===== src/logic/card_cfg_pkg.sv =====
//////////////////////////////////////////////////
// Card side types and CRC constants
//////////////////////////////////////////////////

package card_cfg_pkg;

	// Card RAM is 1K bytes
	localparam int CARD_ADDR_W = 10;

	// Reflected CRC-32, init and final xor are both all ones
	localparam logic [31:0] CRC32_POLY = 32'hEDB8_8320;
	localparam logic [31:0] CRC32_INIT = 32'hFFFF_FFFF;

	typedef struct packed {
		logic                   valid;
		logic [CARD_ADDR_W-1:0] addr;
		logic [7:0]             data;
	} card_wr_t;

	typedef enum logic {
		LOAD_OK,
		LOAD_CRC_ERROR
	} load_status_e;

	typedef struct packed {
		logic         valid;
		load_status_e status;
	} load_result_t;

	typedef enum logic [1:0] {
		IDLE,
		REQUEST,
		STREAM,
		CHECK
	} loader_state_e;

endpackage


===== src/logic/flash_if_pkg.sv =====
//////////////////////////////////////////////////
// Flash side types
//////////////////////////////////////////////////

package flash_if_pkg;

	// Flash byte address and read length widths
	localparam int FLASH_ADDR_W = 25;
	localparam int FLASH_LEN_W  = 24;

	// One read request toward the flash controller
	typedef struct packed {
		logic                    valid;
		logic [FLASH_ADDR_W-1:0] addr;
		logic [FLASH_LEN_W-1:0]  length;
	} flash_rd_req_t;

	// One byte beat returned by flash
	// last marks the final byte of the requested image
	typedef struct packed {
		logic       valid;
		logic [7:0] data;
		logic       last;
	} flash_beat_t;

endpackage


===== src/logic/card_cfg_loader.sv =====
`timescale 1ns/1ps

module card_cfg_loader #(
	parameter int unsigned                           LOAD_LENGTH    = 868,
	parameter logic [flash_if_pkg::FLASH_ADDR_W-1:0] LOAD_BASE_ADDR = 25'h4E400,
	parameter int                                    FIFO_DEPTH     = 4
) (
	input  logic                        sys_clk,
	input  logic                        glbl_rst_n,
	input  logic                        load_start,
	output flash_if_pkg::flash_rd_req_t flash_rd_req,
	input  flash_if_pkg::flash_beat_t   flash_beat_in,
	output logic                        flash_credit,
	output card_cfg_pkg::card_wr_t      card_wr,
	output card_cfg_pkg::load_result_t  load_result,
	output logic                        load_busy
);

	import flash_if_pkg::*;

	flash_beat_t fifo_beat;
	logic        is_payload;
	logic        crc_result_valid;
	logic        crc_ok;

	//////////////////////////////////////////////////
	// Flash input FIFO with credit return
	//////////////////////////////////////////////////

	flash_stream_rx #(
		.FIFO_DEPTH (FIFO_DEPTH)
	) u_stream_rx (
		.sys_clk    (sys_clk),
		.glbl_rst_n (glbl_rst_n),
		.beat_in    (flash_beat_in),
		.beat_out   (fifo_beat),
		.credit     (flash_credit)
	);

	// CRC over payload, compare against trailer
	crc32_byte_check u_crc_check (
		.sys_clk          (sys_clk),
		.glbl_rst_n       (glbl_rst_n),
		.beat             (fifo_beat),
		.is_payload       (is_payload),
		.crc_result_valid (crc_result_valid),
		.crc_ok           (crc_ok)
	);

	card_load_ctrl #(
		.LOAD_LENGTH    (LOAD_LENGTH),
		.LOAD_BASE_ADDR (LOAD_BASE_ADDR)
	) u_load_ctrl (
		.sys_clk          (sys_clk),
		.glbl_rst_n       (glbl_rst_n),
		.load_start       (load_start),
		.beat             (fifo_beat),
		.crc_result_valid (crc_result_valid),
		.crc_ok           (crc_ok),
		.is_payload       (is_payload),
		.rd_req           (flash_rd_req),
		.card_wr          (card_wr),
		.load_result      (load_result),
		.load_busy        (load_busy)
	);

endmodule


===== src/logic/card_load_ctrl.sv =====
`timescale 1ns/1ps

module card_load_ctrl #(
	parameter int unsigned                           LOAD_LENGTH    = 868,
	parameter logic [flash_if_pkg::FLASH_ADDR_W-1:0] LOAD_BASE_ADDR = 25'h4E400
) (
	input  logic                        sys_clk,
	input  logic                        glbl_rst_n,
	input  logic                        load_start,
	input  flash_if_pkg::flash_beat_t   beat,
	input  logic                        crc_result_valid,
	input  logic                        crc_ok,
	output logic                        is_payload,
	output flash_if_pkg::flash_rd_req_t rd_req,
	output card_cfg_pkg::card_wr_t      card_wr,
	output card_cfg_pkg::load_result_t  load_result,
	output logic                        load_busy
);

	import flash_if_pkg::*;
	import card_cfg_pkg::*;

	// Last four image bytes are the stored CRC
	localparam logic [FLASH_LEN_W-1:0] PAYLOAD_LEN = FLASH_LEN_W'(LOAD_LENGTH - 4);

	loader_state_e          state;
	logic [FLASH_LEN_W-1:0] byte_cnt;

	logic                   wr_valid;
	logic [CARD_ADDR_W-1:0] wr_addr;
	logic [7:0]             wr_data;

	logic                   res_valid;
	load_status_e           res_status;

	assign is_payload = (state == STREAM) && (byte_cnt < PAYLOAD_LEN);
	assign load_busy  = (state != IDLE);

	// Request is held for the single REQUEST cycle
	always_comb
	begin
		rd_req.valid  = (state == REQUEST);
		rd_req.addr   = LOAD_BASE_ADDR;
		rd_req.length = FLASH_LEN_W'(LOAD_LENGTH);
	end

	assign card_wr     = '{valid: wr_valid, addr: wr_addr, data: wr_data};
	assign load_result = '{valid: res_valid, status: res_status};

	//////////////////////////////////////////////////
	// Load FSM
	//////////////////////////////////////////////////

	always_ff @(posedge sys_clk)
	begin
		if (!glbl_rst_n)
		begin
			state     <= IDLE;
			byte_cnt  <= '0;
			wr_valid  <= 1'b0;
			res_valid <= 1'b0;
		end
		else
		begin
			wr_valid  <= 1'b0;
			res_valid <= 1'b0;
			case (state)
				IDLE:
				begin
					if (load_start)
					begin
						byte_cnt <= '0;
						state    <= REQUEST;
					end
				end
				REQUEST:
					state <= STREAM;
				STREAM:
				begin
					if (beat.valid)
					begin
						byte_cnt <= byte_cnt + 1'b1;
						wr_valid <= is_payload;
						if (beat.last)
							state <= CHECK;
					end
				end
				CHECK:
				begin
					// wait for the verdict from the CRC block
					if (crc_result_valid)
					begin
						res_valid <= 1'b1;
						state     <= IDLE;
					end
				end
				default:
					state <= IDLE;
			endcase
		end
	end

	// Write address follows the payload byte count
	always_ff @(posedge sys_clk)
	begin
		wr_addr    <= byte_cnt[CARD_ADDR_W-1:0];
		wr_data    <= beat.data;
		res_status <= crc_ok ? LOAD_OK : LOAD_CRC_ERROR;
	end

endmodule


===== src/logic/crc32_byte_check.sv =====
`timescale 1ns/1ps

module crc32_byte_check (
	input  logic                      sys_clk,
	input  logic                      glbl_rst_n,
	input  flash_if_pkg::flash_beat_t beat,
	input  logic                      is_payload,
	output logic                      crc_result_valid,
	output logic                      crc_ok
);

	import card_cfg_pkg::*;

	logic [31:0] crc_reg;
	logic [31:0] stored_crc;
	logic [31:0] stored_full;

	// One byte through the reflected CRC, LSB first
	function automatic logic [31:0] crc32_step(
		input logic [31:0] crc_in,
		input logic [7:0]  data
	);
		logic [31:0] c;
		c = crc_in ^ {24'h0, data};
		for (int i = 0; i < 8; i++)
		begin
			if (c[0])
				c = (c >> 1) ^ CRC32_POLY;
			else
				c = c >> 1;
		end
		return c;
	endfunction

	// Stored CRC including the byte on the bus right now
	assign stored_full = {beat.data, stored_crc[31:8]};

	//////////////////////////////////////////////////
	// Running CRC and verdict
	//////////////////////////////////////////////////

	always_ff @(posedge sys_clk)
	begin
		if (!glbl_rst_n)
		begin
			crc_reg          <= CRC32_INIT;
			crc_result_valid <= 1'b0;
			crc_ok           <= 1'b0;
		end
		else
		begin
			crc_result_valid <= 1'b0;
			if (beat.valid && beat.last)
			begin
				crc_result_valid <= 1'b1;
				crc_ok           <= ((crc_reg ^ CRC32_INIT) == stored_full);
				// Ready for the next image
				crc_reg          <= CRC32_INIT;
			end
			else if (beat.valid && is_payload)
				crc_reg <= crc32_step(crc_reg, beat.data);
		end
	end

	// Trailer bytes shift in low byte first
	always_ff @(posedge sys_clk)
	begin
		if (beat.valid && !is_payload)
			stored_crc <= stored_full;
	end

endmodule


===== src/logic/flash_stream_rx.sv =====
`timescale 1ns/1ps

module flash_stream_rx #(
	parameter int FIFO_DEPTH = 4
) (
	input  logic                      sys_clk,
	input  logic                      glbl_rst_n,
	input  flash_if_pkg::flash_beat_t beat_in,
	output flash_if_pkg::flash_beat_t beat_out,
	output logic                      credit
);

	import flash_if_pkg::*;

	localparam int PTR_W = (FIFO_DEPTH > 1) ? $clog2(FIFO_DEPTH) : 1;
	localparam int CNT_W = $clog2(FIFO_DEPTH + 1);

	// Beat storage, payload only
	flash_beat_t      mem [FIFO_DEPTH];
	logic [PTR_W-1:0] wr_ptr;
	logic [PTR_W-1:0] rd_ptr;
	logic [CNT_W-1:0] occupancy;

	logic push;
	logic pop;

	assign push = beat_in.valid;
	// Downstream never stalls, so the head always leaves
	assign pop = (occupancy != '0);

	// One credit back per drained byte
	assign credit = pop;

	always_comb
	begin
		beat_out       = mem[rd_ptr];
		beat_out.valid = pop;
		beat_out.last  = pop & mem[rd_ptr].last;
	end

	always_ff @(posedge sys_clk)
	begin
		if (push)
			mem[wr_ptr] <= beat_in;
	end

	//////////////////////////////////////////////////
	// Pointers and occupancy
	//////////////////////////////////////////////////

	always_ff @(posedge sys_clk)
	begin
		if (!glbl_rst_n)
		begin
			wr_ptr    <= '0;
			rd_ptr    <= '0;
			occupancy <= '0;
		end
		else
		begin
			if (push)
				wr_ptr <= (wr_ptr == PTR_W'(FIFO_DEPTH - 1)) ? '0 : wr_ptr + 1'b1;
			if (pop)
				rd_ptr <= (rd_ptr == PTR_W'(FIFO_DEPTH - 1)) ? '0 : rd_ptr + 1'b1;
			case ({push, pop})
				2'b10:   occupancy <= occupancy + 1'b1;
				2'b01:   occupancy <= occupancy - 1'b1;
				default: occupancy <= occupancy;
			endcase
		end
	end

endmodule


===== config.mk =====
export PLATFORM = sky130hd
export DESIGN_NAME = card_cfg_loader
export DESIGN_NICKNAME = d
export VERILOG_FILES = /design/src/logic/card_cfg_pkg.sv /design/src/logic/flash_if_pkg.sv /design/src/logic/card_cfg_loader.sv /design/src/logic/card_load_ctrl.sv /design/src/logic/crc32_byte_check.sv /design/src/logic/flash_stream_rx.sv
export SDC_FILE = /design/constraint.sdc
export NUM_CORES = 1
export LEC_CHECK = 0
export CORE_MARGIN = 2
export CORE_UTILIZATION = 25
export DETAILED_ROUTE_END_ITERATION = 16
export DONT_BUFFER_PORTS = 1
export GPL_TIMING_DRIVEN = 0
export SKIP_LAST_GASP = 1
export SLEW_MARGIN = 20
export SYNTH_ARGS = -nofsm -noshare
export SYNTH_HDL_FRONTEND = slang
export SYNTH_HIERARCHICAL = 1
export SYNTH_SLANG_ARGS = --single-unit

===== constraint.sdc =====
create_clock -name sys_clk -period 3.5 [get_ports sys_clk]
set_input_delay 0.175 -clock sys_clk [delete_from_list [all_inputs] [get_ports sys_clk]]
set_output_delay 0.175 -clock sys_clk [all_outputs]
set_load 0.05 [all_outputs]

== Yosys cells after proc, flatten, opt, wreduce, memory -nomap -nowiden ==
Memories as Yosys holds them, arrays and structs flattened. A register that Yosys moved wholly into a read port is not among the register bits.
Cells that the tools add are included.
Operators by class
  add/sub/neg operators: 5
  $lt $le $gt $ge: 1
  eq/ne operators: 12
  muxes and demuxes: 47
  bitwise operators: 12
  reduce and logical (&&, ||, !) cells: 15
Operator list (count)
  2-to-1 mux 32 bit: 29
  inverter 13 -> 14 bit: 8
  2-to-1 mux 24 bit: 2
  one-hot mux 24 bit (2 select lines): 1
  == test 32 bit: 1
  inverter 32 bit: 1
  XOR 32 x 8 -> 32 bit: 1
  adder 24 x 1 -> 24 bit (second input constant): 1
  < comparator 24 x 10 -> 1 bit (second input constant): 1
  2-to-1 mux 2 bit: 8
  == test 2 bit (second input constant): 5
  inequality test 2 bit (second input constant): 4
  one-hot mux 2 bit (4 select lines): 1
  one-hot mux 3 bit (2 select lines): 1
  AND reduction 3 bit: 2
  nonzero test 2 bit: 3
  2-to-1 mux 1 bit: 5
  adder 2 x 1 -> 2 bit (second input constant): 2
  == test 2 x 1 -> 1 bit (second input constant): 2
  logical AND 1 bit: 4
  AND reduction 4 bit: 1
  adder 3 x 1 -> 3 bit (second input constant): 1
  nonzero test 3 bit: 1
  subtractor 3 x 1 -> 3 bit (second input constant): 1
  other kinds (6): 6
Storage, ports and cells
  register bits after elaboration: 120
  RAM bits: 40
  output and inout port bits: 73
  logic and storage cells: 107
  memories kept: 1
Memories
  u_stream_rx.mem: depth 4, width 10, rd ports 1, clocked after Yosys merged registers in 1, write ports 1, line flash_stream_rx.sv:19  | flash_beat_t mem [FIFO_DEPTH];

== Longest topological paths before layout ==
  depth in word-level cells: 38
  mapped depth: 10

== Cells and area by module ==
The synthesis kept the hierarchy.
Modules (own cells, without submodules)
  crc32_byte_check: times used 1, cells each 251, area an instance 3024.2 um^2, seq. area each 1401.3 um^2
  card_load_ctrl: times used 1, cells each 249, area an instance 2259.7 um^2, seq. area each 940.9 um^2
  flash_stream_rx: times used 1, cells each 96, area an instance 1820.5 um^2, seq. area each 1261.2 um^2

== Least setup slack after synthesis ==
OpenSTA, ideal clock, no wires.
  path type: register -> register
  start point: register with a tool-made name
  end point: register u_crc_check.crc_reg[20]
  data arrival time: 2694 ps
  setup slack: 732 ps
  stages on the path, launching flop included: 8
  path buffers: 1
  period minus slack after synthesis: 2768 ps
  path through: dfxtp_1 buf_6 mux4_1 xnor2_1 xor2_4 xnor2_1 xnor3_1 o211ai_2
RTL lines
  end signal, assigned: line crc32_byte_check.sv:61  | crc_reg <= crc32_step(crc_reg, beat.data);
  end, declared: line crc32_byte_check.sv:14  | logic [31:0] crc_reg;

==> results.txt <==
* Worst skew pair latency: 0.42 ns
- Total Power Consumption: 8.249 mW
- Vias in the first global route: roughly 4.2k
* Synthesis-to-finish area growth: 18.74%
* Detailed-route wire length: 14.61 mm
- Detailed placement ended at an HPWL of roughly 10 mm.
* Total Nets Final: 698
* Number of rows created at floorplan: 61
- Across the VDD grid, the largest voltage drop is 0.0004728 V.
- After synthesis the cells add up to 0.007104 mm².
- In this run, the number of DRC markers left after iteration 0 of detailed routing was 256.
* Total clock sinks: 150
- Final ANT Viol Nets: 0
- The final number of hold-violating endpoints was 0.
- After global routing the overflow that remains totals 0.
- The register with the most flip-flops in the layout has 36 of them.
* Endpoints failing setup: 0
* Synthesized instance count: 596
- In this run the worst setup path terminates at u_crc_check/crc_reg[20].
* Port Buffer Count: 0
- Register clock-pin slew on the reported worst setup and hold paths: 0.07 ns
* Achievable Freq: roughly 310 MHz
- The worst path needs about 3.2 ns of the cycle, external delays included.
* CTS H-Tree Depth: 4
- Slew Viols, Final: 0
- Counting tap cells, the placed design contains a total of 1021 instances.
- Largest net degree at the start of global routing: 25
- In the final routed layout, each cell accounts on average for 13.72 µm.
- In the final layout, the share of cells above drive strength 1 is 15.89%.
* Sequential share of the synthesized area: between 50% and 60%
- The worst register-to-register path ends at u_crc_check/crc_reg[20].
- The first global-routing pass estimated around 23 mm of wire.
- After layout, the worst path uses 91.99% of the clock period.
* Logic depth of the worst register-to-register path: 7
- Counting along the longest clock path gives a buffer depth of 2.
- Measured along the y axis, the die boundary spans around 170 µm.
* Total global-route track usage: around a tenth
- Setup slack of the most critical reg-to-reg path: between 0.2 and 0.3 ns
* Mapped Avg Cell Area: between 10 and 15 µm²
* Total Negative Setup Slacks: 0 ns
- Layout fillers: 2831
- Root Buffer: clkbuf_16
- Count of cell types in the netlist: 53
- OpenSTA, run right after detailed placement, puts the worst setup slack at around 0.25 ns.
- Via count of the routed design: 4373
* Arrival @ worst endpoint: 3.57 ns
- Number of non-filler instances in the completed layout: 1065
- Post-DR vias/cell: ~4.1
- The clock arrives with 0.01279 ns of skew.
- Hold/Removal Path Class: in -> reg
* Initial standard-cell utilization of the core: 25.50%
- Post-layout worst setup margin: 0.2802 ns
- Total Die Area: 0.02978 mm²
- TritonCTS built the clock tree.
- Yosys warns: 6
* Die width: 172.6 µm
* Required time of the worst setup path: 3.85 ns
* Core Region: 0.02786 mm²
- Along the worst path, the maximum fanout reaches 9.
* Setup Fix Bufs, Post-CTS: 0
* Startpoint type of the worst setup path: flip-flop
* Power per cell area: a little under 1000 mW/mm²
- For this run, design rule violations remaining after detail routing come to 0.
- Final weighted congestion of routability-driven global placement: 0.7651
- Status: finished clean
* Static Leakage: 3.194 nW
- Count of maximum capacitance violations: 0
* Worst relative slew slack: 50.92%
- Number of ports placed on the die boundary: 86
- Type of the setup path with the least slack: reg -> reg
* Worst Tran Pin Value: 0.7177 ns
- Setup repair after global routing left no endpoint under its margin.
- Register bit count reported by yosys: 150
- Critical Path End Type: flip-flop
- The number of antenna violations at the first check in global routing came to 0.
- Number of CTS-inserted buffers: 17
- Before antenna repair, the detailed router went through 4 iterations.
-- metrics by stage --
stage	cell area, µm²	hold WS, ns	util (%)
2_1_floorplan	7281	0.2739	-
3_3_place_gp	7754	0.2740	27.83
3_5_place_dp	7761	0.2740	27.86
4_1_cts	8433	0.02853	30.27
5_1_grt	8433	0.06081	30.27
6_report	8436	0.05459	30.28
-- worst min path at each step --
stage                              endpoint             start  slack (ns)  depth (start not counted)
finish              u_load_ctrl/byte_cnt[7]        glbl_rst_n        0.05                          3
global route        u_crc_check/crc_reg[24]        glbl_rst_n        0.06                          2
CTS                 u_load_ctrl/byte_cnt[7]        glbl_rst_n        0.03                          3
detailed placement    u_stream_rx/mem[3][5]  flash_beat_in[5]        0.27                          0
global placement      u_stream_rx/mem[1][7]  flash_beat_in[7]        0.27                          0
floorplan             u_stream_rx/mem[0][0]  flash_beat_in[0]        0.27                          0
-- power breakdown --
part,switching (mW),internal (mW),leakage [nW],total [mW]
Sequential,0.389,2.25,1.29,2.64
Clock,0.782,0.941,0.275,1.72
Combinational,2.14,1.75,1.63,3.88
-- routing by layer --
metal	up-vias	global-route usage (%)	routed length (µm)
li1	2201	-	-
met2	103	16.37	6910
met3	19	2.617	598
met5	-	0	0
met4	0	3.775	265
met1	2050	13.05	6839
-- final cells by class --
class,instances,area [µm²],share of cell area [%]
inverters,17,63.81,0.7565
clock buffers,18,429.2,5.088
repair buffers,11,110.1,1.305
flip-flops and latches,150,3603,42.72
plain buffers,72,489.2,5.799
well taps,378,473.0,5.607
diodes,1,2.502,0.02966
clock inverters,14,132.6,1.572
multi-input cells,404,3132,37.13
-- critical path: stages, from the launching register on --
cell and delay [ns]:
dfxtp_1 0.33, buf_6 0.16, mux4_1 0.70, xnor2_1 0.60, xor2_4 0.27, xnor2_1 0.51
xnor3_1 0.45, o211ai_2 0.14
-- cell usage after synthesis, drive strengths merged --
cell type / instances / share of area (%)
or4: 15 / 1.6
and3b: 1 / 0.12
nand2: 43 / 2.3
inv: 17 / 0.90
and3: 3 / 0.26
buf: 58 / 6.1
nand4: 12 / 1.1
o31ai: 13 / 1.4
a22o: 1 / 0.12
nand3: 9 / 0.63
edfxtp: 60 / 25
or2: 1 / 0.088
and2: 7 / 0.62
nand2b: 4 / 0.35
and4: 4 / 0.49
or3: 5 / 0.44
o211ai: 33 / 3.6
mux4: 9 / 3.3
nor2: 9 / 0.48
ha: 11 / 1.9
a2111oi: 1 / 0.12
a211oi: 1 / 0.11
o211a: 1 / 0.14
fa: 1 / 0.28
nor2b: 9 / 0.90
xnor2: 54 / 8.0
or2b: 1 / 0.11
clkbuf: 14 / 0.76
nand4b: 1 / 0.12
nor3: 2 / 0.30
o21ai: 10 / 0.70
mux2i: 3 / 0.42
a21oi: 19 / 1.3
xor2: 50 / 6.7
dfxtp: 90 / 25
conb: 2 / 0.11
nor3b: 3 / 0.32
a21boi: 3 / 0.32
a31oi: 1 / 0.088
nor4: 9 / 0.79
xnor3: 6 / 1.9
-- cells by family (layout without fill, tap and decap cells) --
group / after synthesis / count (layout) / synth area share [%]
DFF: 150 / 150 / 50.72
and+or+nand+nor: 138 / 138 / 10.94
xor gates and xnor gates: 110 / 110 / 16.59
buffers and inverters: 89 / 132 / 7.784
AOI/OAI and AO/OA: 83 / 83 / 7.943
adders and majority gates: 12 / 12 / 2.219
muxes: 12 / 12 / 3.698
other: 2 / 50 / 0.1057
-- layout by cell type (no fill, tap or decap), drive strengths merged, types with 5 or more instances in the layout --
master        n
nand4        12
a21oi        19
dlygate4sd3  11
xor2         50
nand2        43
o21ai        10
nor4          9
dfxtp        90
and2          7
conb         49
mux4          9
inv          26
clkbuf       32
or4          15
xnor3         6
ha           11
nand3         9
xnor2        54
o31ai        13
nor2          9
edfxtp       60
or3           5
o211ai       33
nor2b         9
buf          58
-- repair_timing --
item,CTS,global route
gates resized for setup,0,0
endpoints found under the hold margin,51,0
setup endpoints to repair,0,0
hold buffers,11,0
(Power assumes the default switching activity.)
